===== config.mk =====
export PLATFORM = sky130hd
export DESIGN_NAME = swervolf_core
export DESIGN_NICKNAME = d
export VERILOG_FILES = /design/src/source/swervolf_pkg.sv /design/src/source/host_bridge.sv /design/src/source/bus_decoder.sv /design/src/source/boot_rom.sv /design/src/source/swervolf_syscon.sv /design/src/source/ssd_controller.sv /design/src/source/swervolf_core.sv
export SDC_FILE = /design/constraint.sdc
export NUM_CORES = 1
export LEC_CHECK = 0
export BUFFER_PORTS_ARGS = -buffer_cell sky130_fd_sc_hd__clkbuf_2
export CORE_ASPECT_RATIO = 1.25
export CORE_MARGIN = 1
export CORE_UTILIZATION = 35
export DETAILED_ROUTE_END_ITERATION = 8
export GPL_ROUTABILITY_DRIVEN = 0
export HOLD_SLACK_MARGIN = 0.15
export PLACE_DENSITY_LB_ADDON = 0.12
export SKIP_CTS_REPAIR_TIMING = 1
export SYNTH_ARGS = -nofsm -noshare
export SYNTH_HDL_FRONTEND = slang
export SYNTH_SLANG_ARGS = --single-unit

===== constraint.sdc =====
create_clock -name i_clk -period 5.1 [get_ports i_clk]
set_input_delay 1.02 -clock i_clk [delete_from_list [all_inputs] [get_ports i_clk]]
set_output_delay 1.02 -clock i_clk [all_outputs]
set_load 0.03 [all_outputs]

===== src/bootrom.hex =====
// One 32-bit instruction word per line, hex, word 0 at byte address 0x0000
000010b7
0000a103
00410113
0020a023
fff00193
0030a223
00008067
00000013
deadbeef
12345678
a5a5a5a5
5a5a5a5a
0f0f0f0f
f0f0f0f0
cafe0001
0000006f

===== src/source/swervolf_pkg.sv =====
// Shared definitions for the peripheral subsystem
// Bus word types, address map, register offsets, display sizing
// Bridge and decoder state encodings, byte-lane merge helper

`default_nettype none

package swervolf_pkg;

   typedef logic [31:0] data_t;
   typedef logic [15:0] addr_t;
   typedef logic [3:0]  sel_t;
   typedef logic [31:0] gpio_t;
   typedef logic [1:0]  sw_irq_t;

   // Boot ROM
   localparam int ROM_WORDS    = 16;
   localparam     BOOTROM_FILE = "/design/src/bootrom.hex";

   // Address map, matched against address bits 15:12
   localparam logic [3:0] REGION_ROM = 4'd0;
   localparam logic [3:0] REGION_SYS = 4'd1;
   localparam logic [3:0] REGION_SSD = 4'd2;

   // System controller registers
   localparam logic [7:0] SYS_GPIO_OUT = 8'h00;
   localparam logic [7:0] SYS_GPIO_IN  = 8'h04;
   localparam logic [7:0] SYS_SW_IRQ   = 8'h08;
   localparam logic [7:0] SYS_MTIME    = 8'h0C;
   localparam logic [7:0] SYS_MTIMECMP = 8'h10;

   // Seven-segment display
   localparam logic [7:0] SSD_DIGITS_REG = 8'h00;
   localparam int         SSD_NUM_DIGITS = 8;
   localparam int         SCAN_DIV_BITS  = 4;

   typedef enum logic [1:0] {BR_IDLE, BR_BUS, BR_RESP} bridge_state_e;
   typedef enum logic [1:0] {SLV_ROM, SLV_SYS, SLV_SSD, SLV_NONE} slave_e;

   // Replace only the byte lanes enabled in sel
   function automatic data_t merge_lanes(data_t old_val, data_t new_val, sel_t sel);
      data_t res;
      res = old_val;
      for (int b = 0; b < 4; b++) begin
         if (sel[b])
            res[8*b +: 8] = new_val[8*b +: 8];
      end
      return res;
   endfunction

endpackage

`default_nettype wire


===== src/source/host_bridge.sv =====
// Host to internal bus bridge
// Four-phase req/ack port in, one Wishbone-style cycle out

`timescale 1ns/100ps
`default_nettype none

module host_bridge import swervolf_pkg::*; (
   input  wire   i_clk,
   input  wire   i_arst_n,
   // Host side
   input  wire   i_req,
   input  wire   i_we,
   input  addr_t i_addr,
   input  data_t i_wdata,
   input  sel_t  i_sel,
   output logic  o_ack,
   output logic  o_err,
   output data_t o_rdata,
   // Internal bus side
   output logic  o_bus_cyc,
   output logic  o_bus_stb,
   output logic  o_bus_we,
   output addr_t o_bus_adr,
   output data_t o_bus_dat,
   output sel_t  o_bus_sel,
   input  data_t i_bus_rdat,
   input  wire   i_bus_ack,
   input  wire   i_bus_err
);

   bridge_state_e state;

   //**************************************************
   // Control FSM
   //**************************************************
   always_ff @(posedge i_clk or negedge i_arst_n) begin
      if (!i_arst_n) begin
         state     <= BR_IDLE;
         o_bus_cyc <= 1'b0;
         o_bus_stb <= 1'b0;
         o_ack     <= 1'b0;
         o_err     <= 1'b0;
      end else begin
         case (state)
            BR_IDLE: begin
               if (i_req) begin
                  o_bus_cyc <= 1'b1;
                  o_bus_stb <= 1'b1;
                  state     <= BR_BUS;
               end
            end
            BR_BUS: begin
               if (i_bus_ack || i_bus_err) begin
                  o_bus_cyc <= 1'b0;
                  o_bus_stb <= 1'b0;
                  o_ack     <= 1'b1;
                  o_err     <= i_bus_err;
                  state     <= BR_RESP;
               end
            end
            // Hold the response until the host lets go of req
            BR_RESP: begin
               if (!i_req) begin
                  o_ack <= 1'b0;
                  o_err <= 1'b0;
                  state <= BR_IDLE;
               end
            end
            default: state <= BR_IDLE;
         endcase
      end
   end

   // Request capture and read data
   always_ff @(posedge i_clk) begin
      if (state == BR_IDLE && i_req) begin
         o_bus_we  <= i_we;
         o_bus_adr <= i_addr;
         o_bus_dat <= i_wdata;
         o_bus_sel <= i_sel;
      end
      if (state == BR_BUS && (i_bus_ack || i_bus_err))
         o_rdata <= i_bus_rdat;
   end

   // A slave answers only while the bridge has a cycle open
   resp_in_bus: assert property (@(posedge i_clk) disable iff (!i_arst_n)
      (i_bus_ack || i_bus_err) |-> state == BR_BUS);

endmodule

`default_nettype wire


===== src/source/bus_decoder.sv =====
// Internal bus address decoder
// Slave select, strobe gating, return mux, error for unmapped space

`timescale 1ns/100ps
`default_nettype none

module bus_decoder import swervolf_pkg::*; (
   input  wire   i_cyc,
   input  wire   i_stb,
   input  addr_t i_adr,
   // Slave returns
   input  data_t i_rom_rdat,
   input  wire   i_rom_ack,
   input  data_t i_sys_rdat,
   input  wire   i_sys_ack,
   input  data_t i_ssd_rdat,
   input  wire   i_ssd_ack,
   // Slave strobes
   output logic  o_rom_stb,
   output logic  o_sys_stb,
   output logic  o_ssd_stb,
   // Back to the bridge
   output data_t o_rdat,
   output logic  o_ack,
   output logic  o_err
);

   slave_e slave;

   // Region from the top address nibble
   always_comb begin
      case (i_adr[15:12])
         REGION_ROM: slave = SLV_ROM;
         REGION_SYS: slave = SLV_SYS;
         REGION_SSD: slave = SLV_SSD;
         default:    slave = SLV_NONE;
      endcase
   end

   assign o_rom_stb = i_stb && (slave == SLV_ROM);
   assign o_sys_stb = i_stb && (slave == SLV_SYS);
   assign o_ssd_stb = i_stb && (slave == SLV_SSD);

   // Unmapped accesses are answered here, in the strobe cycle
   assign o_err = i_cyc && i_stb && (slave == SLV_NONE);

   always_comb begin
      case (slave)
         SLV_ROM: begin
            o_rdat = i_rom_rdat;
            o_ack  = i_rom_ack;
         end
         SLV_SYS: begin
            o_rdat = i_sys_rdat;
            o_ack  = i_sys_ack;
         end
         SLV_SSD: begin
            o_rdat = i_ssd_rdat;
            o_ack  = i_ssd_ack;
         end
         default: begin
            o_rdat = '0;
            o_ack  = 1'b0;
         end
      endcase
   end

   always_comb begin
      stb_onehot: assert #0 ($onehot0({o_rom_stb, o_sys_stb, o_ssd_stb}));
   end

endmodule

`default_nettype wire


===== src/source/boot_rom.sv =====
// Boot ROM slave
// Word memory loaded from the boot image, single-cycle ack

`timescale 1ns/100ps
`default_nettype none

module boot_rom import swervolf_pkg::*; (
   input  wire                           i_clk,
   input  wire                           i_arst_n,
   input  wire                           i_stb,
   input  wire                           i_cyc,
   input  wire [$clog2(ROM_WORDS)-1:0]   i_word,
   output data_t                         o_rdat,
   output logic                          o_ack
);

   data_t mem [ROM_WORDS];

   initial begin
      $readmemh(BOOTROM_FILE, mem);
   end

   // Writes get an ack like reads but never touch the array
   always_ff @(posedge i_clk or negedge i_arst_n) begin
      if (!i_arst_n)
         o_ack <= 1'b0;
      else
         o_ack <= i_stb && i_cyc && !o_ack;
   end

   always_ff @(posedge i_clk) begin
      o_rdat <= mem[i_word];
   end

endmodule

`default_nettype wire


===== src/source/swervolf_syscon.sv =====
// System controller slave
// GPIO out/in, software interrupt bits, mtime and mtimecmp
// Registered timer interrupt

`timescale 1ns/100ps
`default_nettype none

module swervolf_syscon import swervolf_pkg::*; (
   input  wire        i_clk,
   input  wire        i_arst_n,
   input  wire        i_stb,
   input  wire        i_cyc,
   input  wire        i_we,
   input  wire  [7:0] i_offset,
   input  data_t      i_wdat,
   input  sel_t       i_sel,
   input  gpio_t      i_gpio,
   output data_t      o_rdat,
   output logic       o_ack,
   output gpio_t      o_gpio,
   output sw_irq_t    o_sw_irq,
   output logic       o_timer_irq
);

   data_t mtime;
   data_t mtimecmp;
   data_t rd_mux;
   logic  start;
   logic  wr_en;

   // First cycle of an access only
   assign start = i_stb && i_cyc && !o_ack;
   assign wr_en = start && i_we;

   //**************************************************
   // Registers
   //**************************************************
   always_ff @(posedge i_clk or negedge i_arst_n) begin
      if (!i_arst_n) begin
         o_ack       <= 1'b0;
         o_gpio      <= '0;
         o_sw_irq    <= '0;
         mtime       <= '0;
         mtimecmp    <= '1;
         o_timer_irq <= 1'b0;
      end else begin
         o_ack <= start;
         mtime <= mtime + 1'b1;
         // Compare sees the mtimecmp value from the previous edge
         o_timer_irq <= (mtime >= mtimecmp);
         if (wr_en) begin
            case (i_offset)
               SYS_GPIO_OUT: o_gpio <= merge_lanes(o_gpio, i_wdat, i_sel);
               SYS_SW_IRQ: begin
                  if (i_sel[0])
                     o_sw_irq <= i_wdat[1:0];
               end
               SYS_MTIMECMP: mtimecmp <= merge_lanes(mtimecmp, i_wdat, i_sel);
               default: ;
            endcase
         end
      end
   end

   //**************************************************
   // Read path
   //**************************************************
   always_comb begin
      case (i_offset)
         SYS_GPIO_OUT: rd_mux = o_gpio;
         SYS_GPIO_IN:  rd_mux = i_gpio;
         SYS_SW_IRQ:   rd_mux = {30'd0, o_sw_irq};
         SYS_MTIME:    rd_mux = mtime;
         SYS_MTIMECMP: rd_mux = mtimecmp;
         default:      rd_mux = '0;
      endcase
   end

   always_ff @(posedge i_clk) begin
      if (start)
         o_rdat <= rd_mux;
   end

   ack_single: assert property (@(posedge i_clk) disable iff (!i_arst_n)
      o_ack |=> !o_ack);

endmodule

`default_nettype wire


===== src/source/ssd_controller.sv =====
// Seven-segment display slave
// Digit register, digit scan counter, hex font decode

`timescale 1ns/100ps
`default_nettype none

module ssd_controller import swervolf_pkg::*; (
   input  wire                        i_clk,
   input  wire                        i_arst_n,
   input  wire                        i_stb,
   input  wire                        i_cyc,
   input  wire                        i_we,
   input  data_t                      i_wdat,
   input  sel_t                       i_sel,
   output data_t                      o_rdat,
   output logic                       o_ack,
   output logic [SSD_NUM_DIGITS-1:0]  o_anode,
   output logic [7:0]                 o_cathode
);

   data_t                                          digits;
   logic [SCAN_DIV_BITS+$clog2(SSD_NUM_DIGITS)-1:0] scan_cnt;
   logic [$clog2(SSD_NUM_DIGITS)-1:0]               digit_sel;
   logic [3:0]                                     nibble;
   logic [6:0]                                     segments;
   logic                                           start;

   assign start = i_stb && i_cyc && !o_ack;

   always_ff @(posedge i_clk or negedge i_arst_n) begin
      if (!i_arst_n) begin
         o_ack    <= 1'b0;
         digits   <= '0;
         scan_cnt <= '0;
      end else begin
         o_ack    <= start;
         scan_cnt <= scan_cnt + 1'b1;
         if (start && i_we)
            digits <= merge_lanes(digits, i_wdat, i_sel);
      end
   end

   always_ff @(posedge i_clk) begin
      if (start)
         o_rdat <= digits;
   end

   //**************************************************
   // Digit scan and segment decode
   //**************************************************
   // Top counter bits pick the digit, low bits set dwell time
   assign digit_sel = scan_cnt[$high(scan_cnt) -: $clog2(SSD_NUM_DIGITS)];
   assign nibble    = digits[4*digit_sel +: 4];
   assign o_anode   = ~({{(SSD_NUM_DIGITS-1){1'b0}}, 1'b1} << digit_sel);

   // Segments g..a, active high here
   always_comb begin
      case (nibble)
         4'h0: segments = 7'h3F;
         4'h1: segments = 7'h06;
         4'h2: segments = 7'h5B;
         4'h3: segments = 7'h4F;
         4'h4: segments = 7'h66;
         4'h5: segments = 7'h6D;
         4'h6: segments = 7'h7D;
         4'h7: segments = 7'h07;
         4'h8: segments = 7'h7F;
         4'h9: segments = 7'h6F;
         4'hA: segments = 7'h77;
         4'hB: segments = 7'h7C;
         4'hC: segments = 7'h39;
         4'hD: segments = 7'h5E;
         4'hE: segments = 7'h79;
         default: segments = 7'h71;
      endcase
   end

   // Decimal point stays dark
   assign o_cathode = {1'b1, ~segments};

   one_anode: assert property (@(posedge i_clk) disable iff (!i_arst_n)
      $onehot(~o_anode));

endmodule

`default_nettype wire


===== src/source/swervolf_core.sv =====
// Peripheral subsystem top level
// Host bridge, address decoder, boot ROM, system controller, display

`timescale 1ns/100ps
`default_nettype none

module swervolf_core import swervolf_pkg::*; (
   input  wire        i_clk,
   input  wire        i_arst_n,
   // Host port
   input  wire        i_req,
   input  wire        i_we,
   input  addr_t      i_addr,
   input  data_t      i_wdata,
   input  sel_t       i_sel,
   output logic       o_ack,
   output logic       o_err,
   output data_t      o_rdata,
   // Pins
   input  gpio_t      i_gpio,
   output gpio_t      o_gpio,
   output logic       o_timer_irq,
   output sw_irq_t    o_sw_irq,
   output logic [7:0] o_anode,
   output logic [7:0] o_cathode
);

   // Shared bus from the bridge
   logic  bus_cyc;
   logic  bus_stb;
   logic  bus_we;
   addr_t bus_adr;
   data_t bus_dat_w;
   sel_t  bus_sel;
   data_t bus_dat_r;
   logic  bus_ack;
   logic  bus_err;

   // Per-slave strobes and returns
   logic  rom_stb;
   logic  sys_stb;
   logic  ssd_stb;
   data_t rom_rdat;
   data_t sys_rdat;
   data_t ssd_rdat;
   logic  rom_ack;
   logic  sys_ack;
   logic  ssd_ack;

   host_bridge u_bridge (
      .i_clk      (i_clk),
      .i_arst_n   (i_arst_n),
      .i_req      (i_req),
      .i_we       (i_we),
      .i_addr     (i_addr),
      .i_wdata    (i_wdata),
      .i_sel      (i_sel),
      .o_ack      (o_ack),
      .o_err      (o_err),
      .o_rdata    (o_rdata),
      .o_bus_cyc  (bus_cyc),
      .o_bus_stb  (bus_stb),
      .o_bus_we   (bus_we),
      .o_bus_adr  (bus_adr),
      .o_bus_dat  (bus_dat_w),
      .o_bus_sel  (bus_sel),
      .i_bus_rdat (bus_dat_r),
      .i_bus_ack  (bus_ack),
      .i_bus_err  (bus_err)
   );

   bus_decoder u_decoder (
      .i_cyc      (bus_cyc),
      .i_stb      (bus_stb),
      .i_adr      (bus_adr),
      .i_rom_rdat (rom_rdat),
      .i_rom_ack  (rom_ack),
      .i_sys_rdat (sys_rdat),
      .i_sys_ack  (sys_ack),
      .i_ssd_rdat (ssd_rdat),
      .i_ssd_ack  (ssd_ack),
      .o_rom_stb  (rom_stb),
      .o_sys_stb  (sys_stb),
      .o_ssd_stb  (ssd_stb),
      .o_rdat     (bus_dat_r),
      .o_ack      (bus_ack),
      .o_err      (bus_err)
   );

   boot_rom u_bootrom (
      .i_clk    (i_clk),
      .i_arst_n (i_arst_n),
      .i_stb    (rom_stb),
      .i_cyc    (bus_cyc),
      .i_word   (bus_adr[5:2]),
      .o_rdat   (rom_rdat),
      .o_ack    (rom_ack)
   );

   swervolf_syscon u_syscon (
      .i_clk       (i_clk),
      .i_arst_n    (i_arst_n),
      .i_stb       (sys_stb),
      .i_cyc       (bus_cyc),
      .i_we        (bus_we),
      .i_offset    (bus_adr[7:0]),
      .i_wdat      (bus_dat_w),
      .i_sel       (bus_sel),
      .i_gpio      (i_gpio),
      .o_rdat      (sys_rdat),
      .o_ack       (sys_ack),
      .o_gpio      (o_gpio),
      .o_sw_irq    (o_sw_irq),
      .o_timer_irq (o_timer_irq)
   );

   ssd_controller u_ssdcon (
      .i_clk     (i_clk),
      .i_arst_n  (i_arst_n),
      .i_stb     (ssd_stb),
      .i_cyc     (bus_cyc),
      .i_we      (bus_we),
      .i_wdat    (bus_dat_w),
      .i_sel     (bus_sel),
      .o_rdat    (ssd_rdat),
      .o_ack     (ssd_ack),
      .o_anode   (o_anode),
      .o_cathode (o_cathode)
   );

endmodule

`default_nettype wire


==> summary.md, run 1 <==
| Metric | Value |
|---|---|
| Final core occ | `42.7%` |
| Final setup fails | `0` |
| Commonest non-fill, non-tap cell in the layout | `clkbuf_2` |
| Clk_skew | `0.0130 ns` |
| Predominant post-synthesis flop cell | `edfxtp_1` |
| Crit-path most repeated cell | `mux2i_1` |
| Design area | `15200 sq um` |
| Via density per instance | `5.13` |
| Largest family of logic cells by synthesized area | `multiplexers` |
| RSZ-0062 raised after global routing | `no` |
| Worst Hold Launch | `u_bootrom.o_ack` |
| Relative slew slack | `34.6%` |
| Critical Path Start Type | `flop` |
| DRT Pass-1 Iters | `5` |
| Post-Synth XOR/XNOR Area | `2.54%` |
| Flop pwr share | `49.0%` |
| Syn Nets | `1077` |
| Avg WL per Cell | `21.1 microns` |
| Synth Area in Simple Gates | `7.31%` |
| CTS tree | `done` |
| Worst-Skew Late Latency | `0.57 ns` |
| Max clock buf depth | `3` |
| Internal | `4.43 mW` |
| Vias in the first global route | `8434` |
| Post-Synthesis Cells | `946` |
| Die area | `37300 sq um` |
| VDD IR max | `213 uV` |
| CP max FO | `23` |
| CP Data Arrival Time | `3.35 ns` |
| Via count | `8298` |
| Clk sinks | `291` |
| Synth cell types | `56` |
| Final Max Tran Viols | `0` |
| Post-synthesis sequential area ratio | `63.0%` |
| Leading cell types in the layout, fill and taps excluded | `clkbuf_2, edfxtp_1, dfrtp_1` |
| Final min period | `4.37 ns` |
| Worst-path clk slew | `0.06 ns` |
| Slowest CP cell | `dfrtp_1` |
| Worst-Margin Slew | `0.981 ns` |
| Synth Area in Compound Gates | `9.88%` |
| Starting DRC count in detailed routing | `488` |
| FF-to-FF End | `u_syscon.o_gpio[20]` |
| Highest clock rate | `229 MHz` |
| Fin nets | `1252` |
| Synth warn | `0` |
| Status | `complete, no violations` |
| I/O Buffers | `167` |
| Finished Layout Cells | `1618` |
| Comb power frac | `14.2%` |
| Final setup TNS | `0 ns` |
| Crit end category | `primary output` |
| # DRC | `0` |
| Met3 Wirelength | `1600 microns` |
| Placed cell areas | `14200 sq um` |
| CTS root buf | `clkbuf_16` |
| Maximum capacitance violations | `0` |
| First-pass GRT wire length | `52000 microns` |
| Mux contribution to synthesized area | `10.5%` |
| H-tree depth | `1` |
| Die height | `216 microns` |
| Hold Vio Cnt, Final | `0` |
| Layout area overhead | `19.1%` |
| Die Width | `173 microns` |
| FF-to-FF Start | `u_bridge.o_bus_adr[13]` |
| N_diodes | `0` |
| Total track usage | `18.4%` |
| Metal-1 WL | `15700 microns` |
| Met2 wire length | `15700 microns` |
| Register bit count reported by yosys | `291` |
| I/O Pins | `173` |
| GR Overflow Total | `0` |
| Synth async-reset ratio | `50.2%` |
| Standard-cell row count | `77` |
| Req. time, crit path | `4.08 ns` |
| Final Cycle Share | `85.6%` |
| Power per cell area | `407 nW/um^2` |
| Antenna Nets Post-Route | `0` |
| Leak | `6.20 nW` |
| Post-Synth Adder-Cell Area | `4.21%` |
| Placed Cells | `1562` |
| CP Cell Sequence | `mux2i_1, a22o_1, a221o_1, inv_1, ha_1, nand3_1, a21boi_0, mux2i_1, clkbuf_2` |
| Hold_ws | `0.438 ns` |
| TritonCTS Buffers | `31` |
| Clock power frac | `36.8%` |
| Sw power | `1.75 mW` |
| Worst path max stage delay | `0.97 ns` |
| Fill count | `3382` |
| Worst Hold End | `u_bootrom.o_ack` |
| Core Region | `35600 sq um` |
| Initial antenna violation count | `0` |
| Starting Density | `35.8%` |
| Number of cells on the worst hold path | `1` |
| Worst Hold Class | `flop to flop` |
| Netlist Area Pre-Place | `12800 sq um` |
| Largest net degree at the start of global routing | `79` |
| Crit path kind | `flop to primary output` |
| Post-synth EDFFs | `145` |
| Final wirelength | `34100 microns` |
| Post-DP HPWL | `24600 microns` |
| Synth Area per Inst | `13.5 sq um` |
| R2R Setup Slk | `1.49 ns` |
| Register-to-Register Path Depth | `9` |
| Top sig layer | `met4` |
| Sw Share | `28.3%` |
| Share of cells above drive strength 1 | `33.0%` |
## worst max-delay path, delay by kind of cell (launching register included)
kind	cells	cell delay [ns]
AOI/OAI and AO/OA	3	0.78
adders and majority gates	1	0.20
and+or+nand+nor	1	0.10
DFF	1	0.97
buffers and inverters	2	0.39
muxes	2	0.35
## routing by layer
layer | global-route usage (%) | up-vias
li1 | - | 3885
met1 | 25.8 | 4117
met2 | 29.0 | 237
met3 | 2.52 | 59
met4 | 7.08 | 0
met5 | 0 | -
## metrics by stage
step	power, mW	worst slack, ns
detailed placement	3.97	1.34
floorplan	3.55	1.37
finish	6.19	0.734
CTS	6.28	0.725
global route	6.44	0.544
global placement	3.96	1.36
## sequential cells by signal (all words and copies together) (netlist names)
signal and flops:
u_syscon.o_gpio 32, u_bridge.o_bus_adr 12, u_bridge.o_bus_sel 4, u_syscon.o_ack 1, u_bridge.o_bus_we 1, u_bridge.o_err 1
u_ssdcon.o_rdat 32, u_syscon.o_rdat 32, u_bridge.o_ack 1, u_bridge.o_rdata 32, u_bridge.state 2, u_syscon.mtimecmp 32
u_ssdcon.digits 32, u_syscon.mtime 32, u_ssdcon.scan_cnt 7, u_ssdcon.o_ack 1, u_syscon.o_sw_irq 2, u_bridge.o_bus_dat 32
u_bridge.o_bus_cyc 1, u_syscon.o_timer_irq 1, u_bootrom.o_ack 1
## worst max-delay path by stage
stage | start | to | slack (ns) | cells after the start
final | u_ssdcon.scan_cnt[6] | o_cathode[3] | 0.73 | 9
after global routing | u_ssdcon.scan_cnt[6] | o_cathode[3] | 0.54 | 9
after CTS | u_ssdcon.scan_cnt[6] | o_cathode[3] | 0.73 | 9
after detailed placement | u_ssdcon.scan_cnt[6] | o_cathode[3] | 1.34 | 9
after global placement | u_ssdcon.scan_cnt[6] | o_cathode[3] | 1.36 | 9
after floorplan | u_ssdcon.scan_cnt[5] | o_cathode[3] | 1.37 | 7
## power by group through the flow
stage / Combinational [mW] / Sequential, mW / Clock [mW]
final: 0.877 / 3.03 / 2.28
after global routing: 0.960 / 3.06 / 2.42
after CTS: 0.892 / 3.04 / 2.35
after detailed placement: 0.890 / 3.08 / 0
after global placement: 0.877 / 3.08 / 0
after floorplan: 0.473 / 3.08 / 0
## synth_stat cells, types with 3 or more instances
library cell,instances,share of area (%)
nand2b_1,5,0.24
nor2b_1,7,0.34
and2_1,9,0.44
a22o_1,3,0.21
a31oi_1,3,0.15
or3_1,3,0.15
nand4_1,12,0.59
nand2_1,39,1.1
ha_1,43,4.2
mux2i_1,19,1.5
and3_1,7,0.34
a2111oi_0,3,0.21
and4_1,5,0.34
nor3_1,6,0.24
a21oi_1,14,0.55
inv_1,44,1.3
nor2_1,60,1.8
clkbuf_1,37,1.1
nand2_2,4,0.20
a21o_1,5,0.29
o22ai_1,3,0.15
o21ai_0,44,1.7
a22oi_1,94,5.5
nand3_1,18,0.71
xor2_1,11,0.75
dfrtp_1,114,22
xnor2_1,26,1.8
a221o_1,3,0.24
mux2_2,96,8.5
dfstp_2,32,6.6
edfxtp_1,145,34
## final cells by class
| cell class | count | area [sq um] | share of cell area, % |
|---|---|---|---|
| flip-flops and latches | 291 | 8050 | 52.9 |
| multi-input cells | 570 | 4420 | 29.0 |
| repair buffers | 183 | 962 | 6.32 |
| clock buffers | 37 | 828 | 5.44 |
| well taps | 474 | 593 | 3.90 |
| clock inverters | 19 | 200 | 1.32 |
| inverters | 44 | 165 | 1.09 |
## kinds of logic after synthesis
group,count (synthesis)
other,1
AO/OA/AOI/OAI,185
XOR/XNOR,37
adder cells (fa/ha/maj),43
multiplexers,119
flip-flops,291
AND/OR/NAND/NOR,185
buffers and inverters,85
No activity file was read; power rests on OpenSTA's default activity.
==> inputs of run 2 (changes only) <==
--- a/config.mk
+++ b/config.mk
@@ -13,6 +13,7 @@
 export GPL_ROUTABILITY_DRIVEN = 0
 export HOLD_SLACK_MARGIN = 0.15
 export PLACE_DENSITY_LB_ADDON = 0.12
+export REMOVE_ABC_BUFFERS = 1
 export SKIP_CTS_REPAIR_TIMING = 1
 export SYNTH_ARGS = -nofsm -noshare
 export SYNTH_HDL_FRONTEND = slang
==> run 2 against run 1 <==
First-iteration DRC count is 0.20% higher. Register-to-register slack better by 0.12 ns. Non-clock buffer count is 2 lower. Worst hold slack hardly changed. Largest power group unchanged.
==> summary.md, run 2 (synthesized netlist as in run 1, its figures left out) <==
| Metric | Value |
|---|---|
| Standard-cell row count | `77 (unchanged)` |
| Vias in the first global route | `8364 (was 8434)` |
| Final wirelength | `34100 microns (about the same)` |
| Clk_skew | `0.0190 ns (was 0.0130 ns)` |
| Hold_ws | `0.438 ns (about the same)` |
| Starting DRC count in detailed routing | `489 (was 488)` |
| Req. time, crit path | `4.08 ns (about the same)` |
| Die Width | `173 microns (unchanged)` |
| Critical Path Start Type | `flop (unchanged)` |
| VDD IR max | `236 uV (was 213 uV)` |
| Clk sinks | `291 (unchanged)` |
| Die area | `37300 sq um (unchanged)` |
| I/O Buffers | `167 (unchanged)` |
| Final setup fails | `0 (unchanged)` |
| Design area | `15300 sq um (was 15200 sq um)` |
| Hold Vio Cnt, Final | `0 (unchanged)` |
| Fin nets | `1250 (was 1252)` |
| Leading cell types in the layout, fill and taps excluded | `clkbuf_2, edfxtp_1, dfrtp_1 (unchanged)` |
| DRT Pass-1 Iters | `7 (was 5)` |
| R2R Setup Slk | `1.61 ns (was 1.49 ns)` |
| # DRC | `0 (unchanged)` |
| Final core occ | `42.9% (was 42.7%)` |
| Placed cell areas | `14200 sq um (about the same)` |
| Worst path max stage delay | `0.84 ns (was 0.97 ns)` |
| Via density per instance | `5.12 (was 5.13)` |
| RSZ-0062 raised after global routing | `no (unchanged)` |
| Worst Hold Class | `input pin to async pin (was flop to flop)` |
| H-tree depth | `1 (unchanged)` |
| Overall power consumption | `6.34 mW (was 6.19 mW)` |
| Core Region | `35600 sq um (unchanged)` |
| Relative slew slack | `31.3% (was 34.6%)` |
| Final min period | `4.66 ns (was 4.37 ns)` |
| Avg WL per Cell | `21.1 microns (about the same)` |
| Die height | `216 microns (unchanged)` |
| Worst-Margin Slew | `1.02 ns (was 0.981 ns)` |
| Share of cells above drive strength 1 | `33.4% (was 33.0%)` |
| CP Data Arrival Time | `3.64 ns (was 3.35 ns)` |
| Largest net degree at the start of global routing | `72 (was 79)` |
| Commonest non-fill, non-tap cell in the layout | `clkbuf_2 (unchanged)` |
| Total track usage | `18.4% (about the same)` |
| FF-to-FF Start | `u_bridge.o_bus_adr[13] (unchanged)` |
| CP Cell Sequence | `mux4_2, o21ai_0, inv_1, ha_1, nor3_1, a31o_2, clkbuf_2 (was mux2i_1, a22o_1, a221o_1, inv_1, ha_1, nand3_1, a21boi_0, mux2i_1, clkbuf_2)` |
| Post-Place Worst Slack | `1.07 ns (was 1.34 ns)` |
| First-pass GRT wire length | `51700 microns (was 52000 microns)` |
| Final Max Tran Viols | `0 (unchanged)` |
| Power per cell area | `415 nW/um^2 (was 407 nW/um^2)` |
| I/O Pins | `173 (unchanged)` |
| Maximum capacitance violations | `0 (unchanged)` |
| CTS root buf | `clkbuf_16 (unchanged)` |
| Final Cycle Share | `91.4% (was 85.6%)` |
| CTS tree | `done (unchanged)` |
| Crit path kind | `flop to primary output (unchanged)` |
| Initial antenna violation count | `0 (unchanged)` |
| Finished Layout Cells | `1618 (unchanged)` |
| Placed Cells | `1560 (was 1562)` |
| Status | `complete, no violations (unchanged)` |
| Highest clock rate | `214 MHz (was 229 MHz)` |
| Worst-path clk slew | `0.06 ns (about the same)` |
| CP max FO | `18 (was 23)` |
| Final setup TNS | `0 ns (unchanged)` |
| Worst setup margin | `0.437 ns (was 0.734 ns)` |
| Post-DP HPWL | `23400 microns (was 24600 microns)` |
| Layout area overhead | `19.6% (was 19.1%)` |
| Antenna Nets Post-Route | `0 (unchanged)` |
| Via count | `8282 (was 8298)` |
| TritonCTS Buffers | `31 (unchanged)` |
| Max clock buf depth | `3 (unchanged)` |
| FF-to-FF End | `u_syscon.o_gpio[26] (was u_syscon.o_gpio[20])` |
| N_diodes | `0 (unchanged)` |
| Worst-Skew Late Latency | `0.59 ns (was 0.57 ns)` |
| Register-to-Register Path Depth | `8 (was 9)` |
| GR Overflow Total | `0 (unchanged)` |
| Slowest CP cell | `dfrtp_1 (unchanged)` |
| Starting Density | `35.8% (unchanged)` |
| Leak | `6.25 nW (was 6.20 nW)` |
| Crit end category | `primary output (unchanged)` |
[run 2: changes by cell type in the layout (fill, tap and decap cells not counted), sizes merged]
cell / previous run / this run
buf: 17 / 15
inv: 44 / 46
bufinv: 4 / 6
clkinvlp: 4 / 0
clkbuf: 203 / 202
clkinv: 11 / 14
[run 2: power breakdown]
group          switching (mW)  internal, mW
sequential              0.228          2.79
combinational           0.601         0.290
clock                   0.968          1.47
total                    1.80          4.54
[run 2: area by class of cell]
| class | instances | area (sq um) |
|---|---|---|
| fillers | 3387 | 20400 |
| inverters | 44 | 165 |
| clock inverters | 22 | 283 |
| clock buffers | 36 | 825 |
| multi-input cells | 570 | 4420 |
| repair buffers | 181 | 947 |
| flip-flops and latches | 291 | 8050 |
| well taps | 474 | 593 |
[run 2: worst max-delay path by stage]
| stage | depth (start not counted) | endpoint | startpoint |
|---|---|---|---|
| 6_report | 7 | o_cathode[2] | u_ssdcon.scan_cnt[6] |
| 3_3_place_gp | 7 | o_cathode[2] | u_ssdcon.scan_cnt[6] |
| 3_5_place_dp | 7 | o_cathode[2] | u_ssdcon.scan_cnt[6] |
| 5_1_grt | 7 | o_cathode[2] | u_ssdcon.scan_cnt[6] |
| 2_1_floorplan | 9 | u_ssdcon.digits[0] | u_bridge.o_bus_adr[15] |
| 4_1_cts | 7 | o_cathode[2] | u_ssdcon.scan_cnt[6] |
[run 2: critical path: cells and delay by family, from the launching register on]
kind / cells / cell delay (ns)
compound gates: 2 / 0.93
fa+ha+maj: 1 / 0.32
buf+inv: 2 / 0.35
flops: 1 / 0.84
mux: 1 / 0.40
simple gates: 1 / 0.20
[run 2: metal layers]
layer	routed length [microns]	up-vias	GRT usage [%]	share of wire [%]
li1	-	3873	-	-
met2	17000	239	31.6	50
met5	0	-	0	0
met3	1680	43	2.55	4.9
met4	787	0	5.72	2.3
met1	14700	4127	24.0	43
==> inputs of run 3 (changes only) <==
--- a/config.mk
+++ b/config.mk
@@ -6,6 +6,8 @@
 export NUM_CORES = 1
 export LEC_CHECK = 0
 export BUFFER_PORTS_ARGS = -buffer_cell sky130_fd_sc_hd__clkbuf_2
+export CELL_PAD_IN_SITES_DETAIL_PLACEMENT = 0
+export CELL_PAD_IN_SITES_GLOBAL_PLACEMENT = 1
 export CORE_ASPECT_RATIO = 1.25
 export CORE_MARGIN = 1
 export CORE_UTILIZATION = 35
==> run 3 against run 2 <==
Worst setup slack improved by 0.21 ns. Combinational power increased by 1%. Core utilization decreased by 0.063 points. Critical path depth unchanged. Cell count increased by 0.19%. Critical path type unchanged. Register-to-register slack improved by 0.13 ns. Via count decreased by 0.41%. First-iteration DRC count decreased by 5.9%. Largest cell class unchanged.
==> summary.md, run 3 (synthesized netlist as in run 1, its figures left out) <==
| Metric | Value |
|---|---|
| Worst-Skew Late Latency | `0.52 ns (was 0.59 ns)` |
| CP endpoint | `o_cathode[2] (unchanged)` |
| Initial antenna violation count | `1 (was 0)` |
| Design area | `15300 sq um (about the same)` |
| Layout area overhead | `19.5% (was 19.6%)` |
| R2R Setup Slk | `1.74 ns (was 1.61 ns)` |
| Final setup TNS | `0 ns (unchanged)` |
| # DRC | `0 (unchanged)` |
| Die height | `216 microns (unchanged)` |
| Starting Density | `35.8% (unchanged)` |
| Leading cell types in the layout, fill and taps excluded | `clkbuf_2, edfxtp_1, dfrtp_1 (unchanged)` |
| Hold Vio Cnt, Final | `0 (unchanged)` |
| Share of cells above drive strength 1 | `32.6% (was 33.4%)` |
| RSZ-0062 raised after global routing | `no (unchanged)` |
| Highest clock rate | `225 MHz (was 214 MHz)` |
| Storage cell area | `8050 sq um (unchanged)` |
| Fill count | `3379 (was 3387)` |
| Via count | `8248 (was 8282)` |
| Worst Hold Class | `flop to flop (was input pin to async pin)` |
| CP startpoint | `u_ssdcon.scan_cnt[5] (was u_ssdcon.scan_cnt[6])` |
| Number of cells on the critical path | `7 (unchanged)` |
| Placed cell areas | `14200 sq um (about the same)` |
| GR Overflow Total | `0 (unchanged)` |
| H-tree depth | `2 (was 1)` |
| CP Data Arrival Time | `3.43 ns (was 3.64 ns)` |
| Worst-Margin Slew | `1.08 ns (was 1.02 ns)` |
| Max clock buf depth | `3 (unchanged)` |
| Final min period | `4.45 ns (was 4.66 ns)` |
| Buf/Inv on CP | `2 (unchanged)` |
| Post-Place Worst Slack | `1.19 ns (was 1.07 ns)` |
| Via density per instance | `5.09 (was 5.12)` |
| N_diodes | `0 (unchanged)` |
| Clk_skew | `0.0236 ns (was 0.0190 ns)` |
| Die Width | `173 microns (unchanged)` |
| Critical Path Start Type | `flop (unchanged)` |
| Relative slew slack | `27.8% (was 31.3%)` |
| FF-to-FF End | `u_syscon.o_gpio[25] (was u_syscon.o_gpio[26])` |
| Crit path kind | `flop to primary output (unchanged)` |
| Hold_ws | `0.441 ns (was 0.438 ns)` |
| Final wirelength | `34700 microns (was 34100 microns)` |
| Clk sinks | `291 (unchanged)` |
| Core Region | `35600 sq um (unchanged)` |
| Crit path max-delay family | `compound AO/OA/AOI/OAI gates (unchanged)` |
| Commonest non-fill, non-tap cell in the layout | `clkbuf_2 (unchanged)` |
| Final Cycle Share | `87.3% (was 91.4%)` |
| Slowest CP cell | `o21ai_0 (was dfrtp_1)` |
| I/O Pins | `173 (unchanged)` |
| CP max FO | `11 (was 18)` |
| Leak | `6.23 nW (was 6.25 nW)` |
| DRT Pass-1 Iters | `5 (was 7)` |
| TritonCTS Buffers | `34 (was 31)` |
| Maximum capacitance violations | `0 (unchanged)` |
| Req. time, crit path | `4.08 ns (about the same)` |
| Final core occ | `42.8% (was 42.9%)` |
| First-pass GRT wire length | `52200 microns (was 51700 microns)` |
| Final setup fails | `0 (unchanged)` |
| CTS tree | `done (unchanged)` |
| Avg WL per Cell | `21.4 microns (was 21.1 microns)` |
| I/O Buffers | `167 (unchanged)` |
| Multi-input logic area | `4420 sq um (unchanged)` |
| Largest net degree at the start of global routing | `75 (was 72)` |
| Crit end category | `primary output (unchanged)` |
| Standard-cell row count | `77 (unchanged)` |
| Power per cell area | `411 nW/um^2 (was 415 nW/um^2)` |
| VDD IR max | `262 uV (was 236 uV)` |
| Register-to-Register Path Depth | `8 (unchanged)` |
| Total track usage | `18.8% (was 18.4%)` |
| Status | `complete, no violations (unchanged)` |
| Worst setup margin | `0.648 ns (was 0.437 ns)` |
| Vias in the first global route | `8384 (was 8364)` |
| CTS root buf | `clkbuf_16 (unchanged)` |
| Fin nets | `1253 (was 1250)` |
| Final Max Tran Viols | `0 (unchanged)` |
| Post-DP HPWL | `23700 microns (was 23400 microns)` |
| Worst path max stage delay | `0.77 ns (was 0.84 ns)` |
| FF-to-FF Start | `u_bridge.o_bus_adr[13] (unchanged)` |
| Die area | `37300 sq um (unchanged)` |
| Worst-path clk slew | `0.06 ns (about the same)` |
| CP Cell Sequence | `mux4_2, o21ai_0, inv_1, ha_1, nor3_1, a31o_2, clkbuf_2 (unchanged)` |
| Antenna Nets Post-Route | `0 (unchanged)` |
| Starting DRC count in detailed routing | `460 (was 489)` |
run 3: cell types whose count changed in the layout (fill, tap and decap cells not counted), sizes merged:
cell    before  now
clkbuf     202  215
inv         46   45
clkinv      14   10
bufinv       6    1
run 3: worst min-delay path by stage:
stage / from / to / slack, ns / cells past startpoint
2_1_floorplan: u_bootrom.o_ack / u_bootrom.o_ack / 0.41 / 1
3_3_place_gp: u_bootrom.o_ack / u_bootrom.o_ack / 0.44 / 1
3_5_place_dp: u_bootrom.o_ack / u_bootrom.o_ack / 0.43 / 1
4_1_cts: u_bootrom.o_ack / u_bootrom.o_ack / 0.45 / 1
5_1_grt: u_bootrom.o_ack / u_bootrom.o_ack / 0.48 / 1
6_report: u_bootrom.o_ack / u_bootrom.o_ack / 0.44 / 1
run 3: power by group:
group | internal, mW | switching [mW] | leakage, nW | total [mW]
clock | 1.40 | 0.949 | 0.526 | 2.35
sequential | 2.79 | 0.227 | 3.19 | 3.02
combinational | 0.292 | 0.609 | 2.51 | 0.901
run 3: routing by layer:
metal / up-vias / global-route usage [%] / part of all wire (%)
li1: 3891 / - / -
met1: 4085 / 25.4 / 46
met2: 226 / 31.1 / 48
met3: 46 / 3.05 / 3.9
met4: 0 / 5.46 / 2.2
met5: - / 0 / 0
run 3: layout make-up:
| type | instances | area share, % |
|---|---|---|
| sequential | 291 | 52.7 |
| multi-input combinational | 570 | 29.0 |
| clock buffer | 49 | 6.49 |
| timing repair buffer | 181 | 6.29 |
| tap | 474 | 3.89 |
| inverter | 44 | 1.08 |
| clock inverter | 12 | 0.533 |
run 3: through the flow:
step / std cells / power (mW)
2_1_floorplan: 905 / 3.54
3_3_place_gp: 1560 / 3.98
3_5_place_dp: 1560 / 3.99
4_1_cts: 1621 / 6.36
5_1_grt: 1621 / 6.54
6_report: 1621 / 6.27
run 3: worst reg2reg max path: cells and delay by family, from the launching register on:
family / cells / cell delay (ns)
AND/OR/NAND/NOR: 6 / 2.19
flip-flops: 1 / 0.45
multiplexers: 1 / 0.43
adder cells (fa/ha/maj): 1 / 0.18
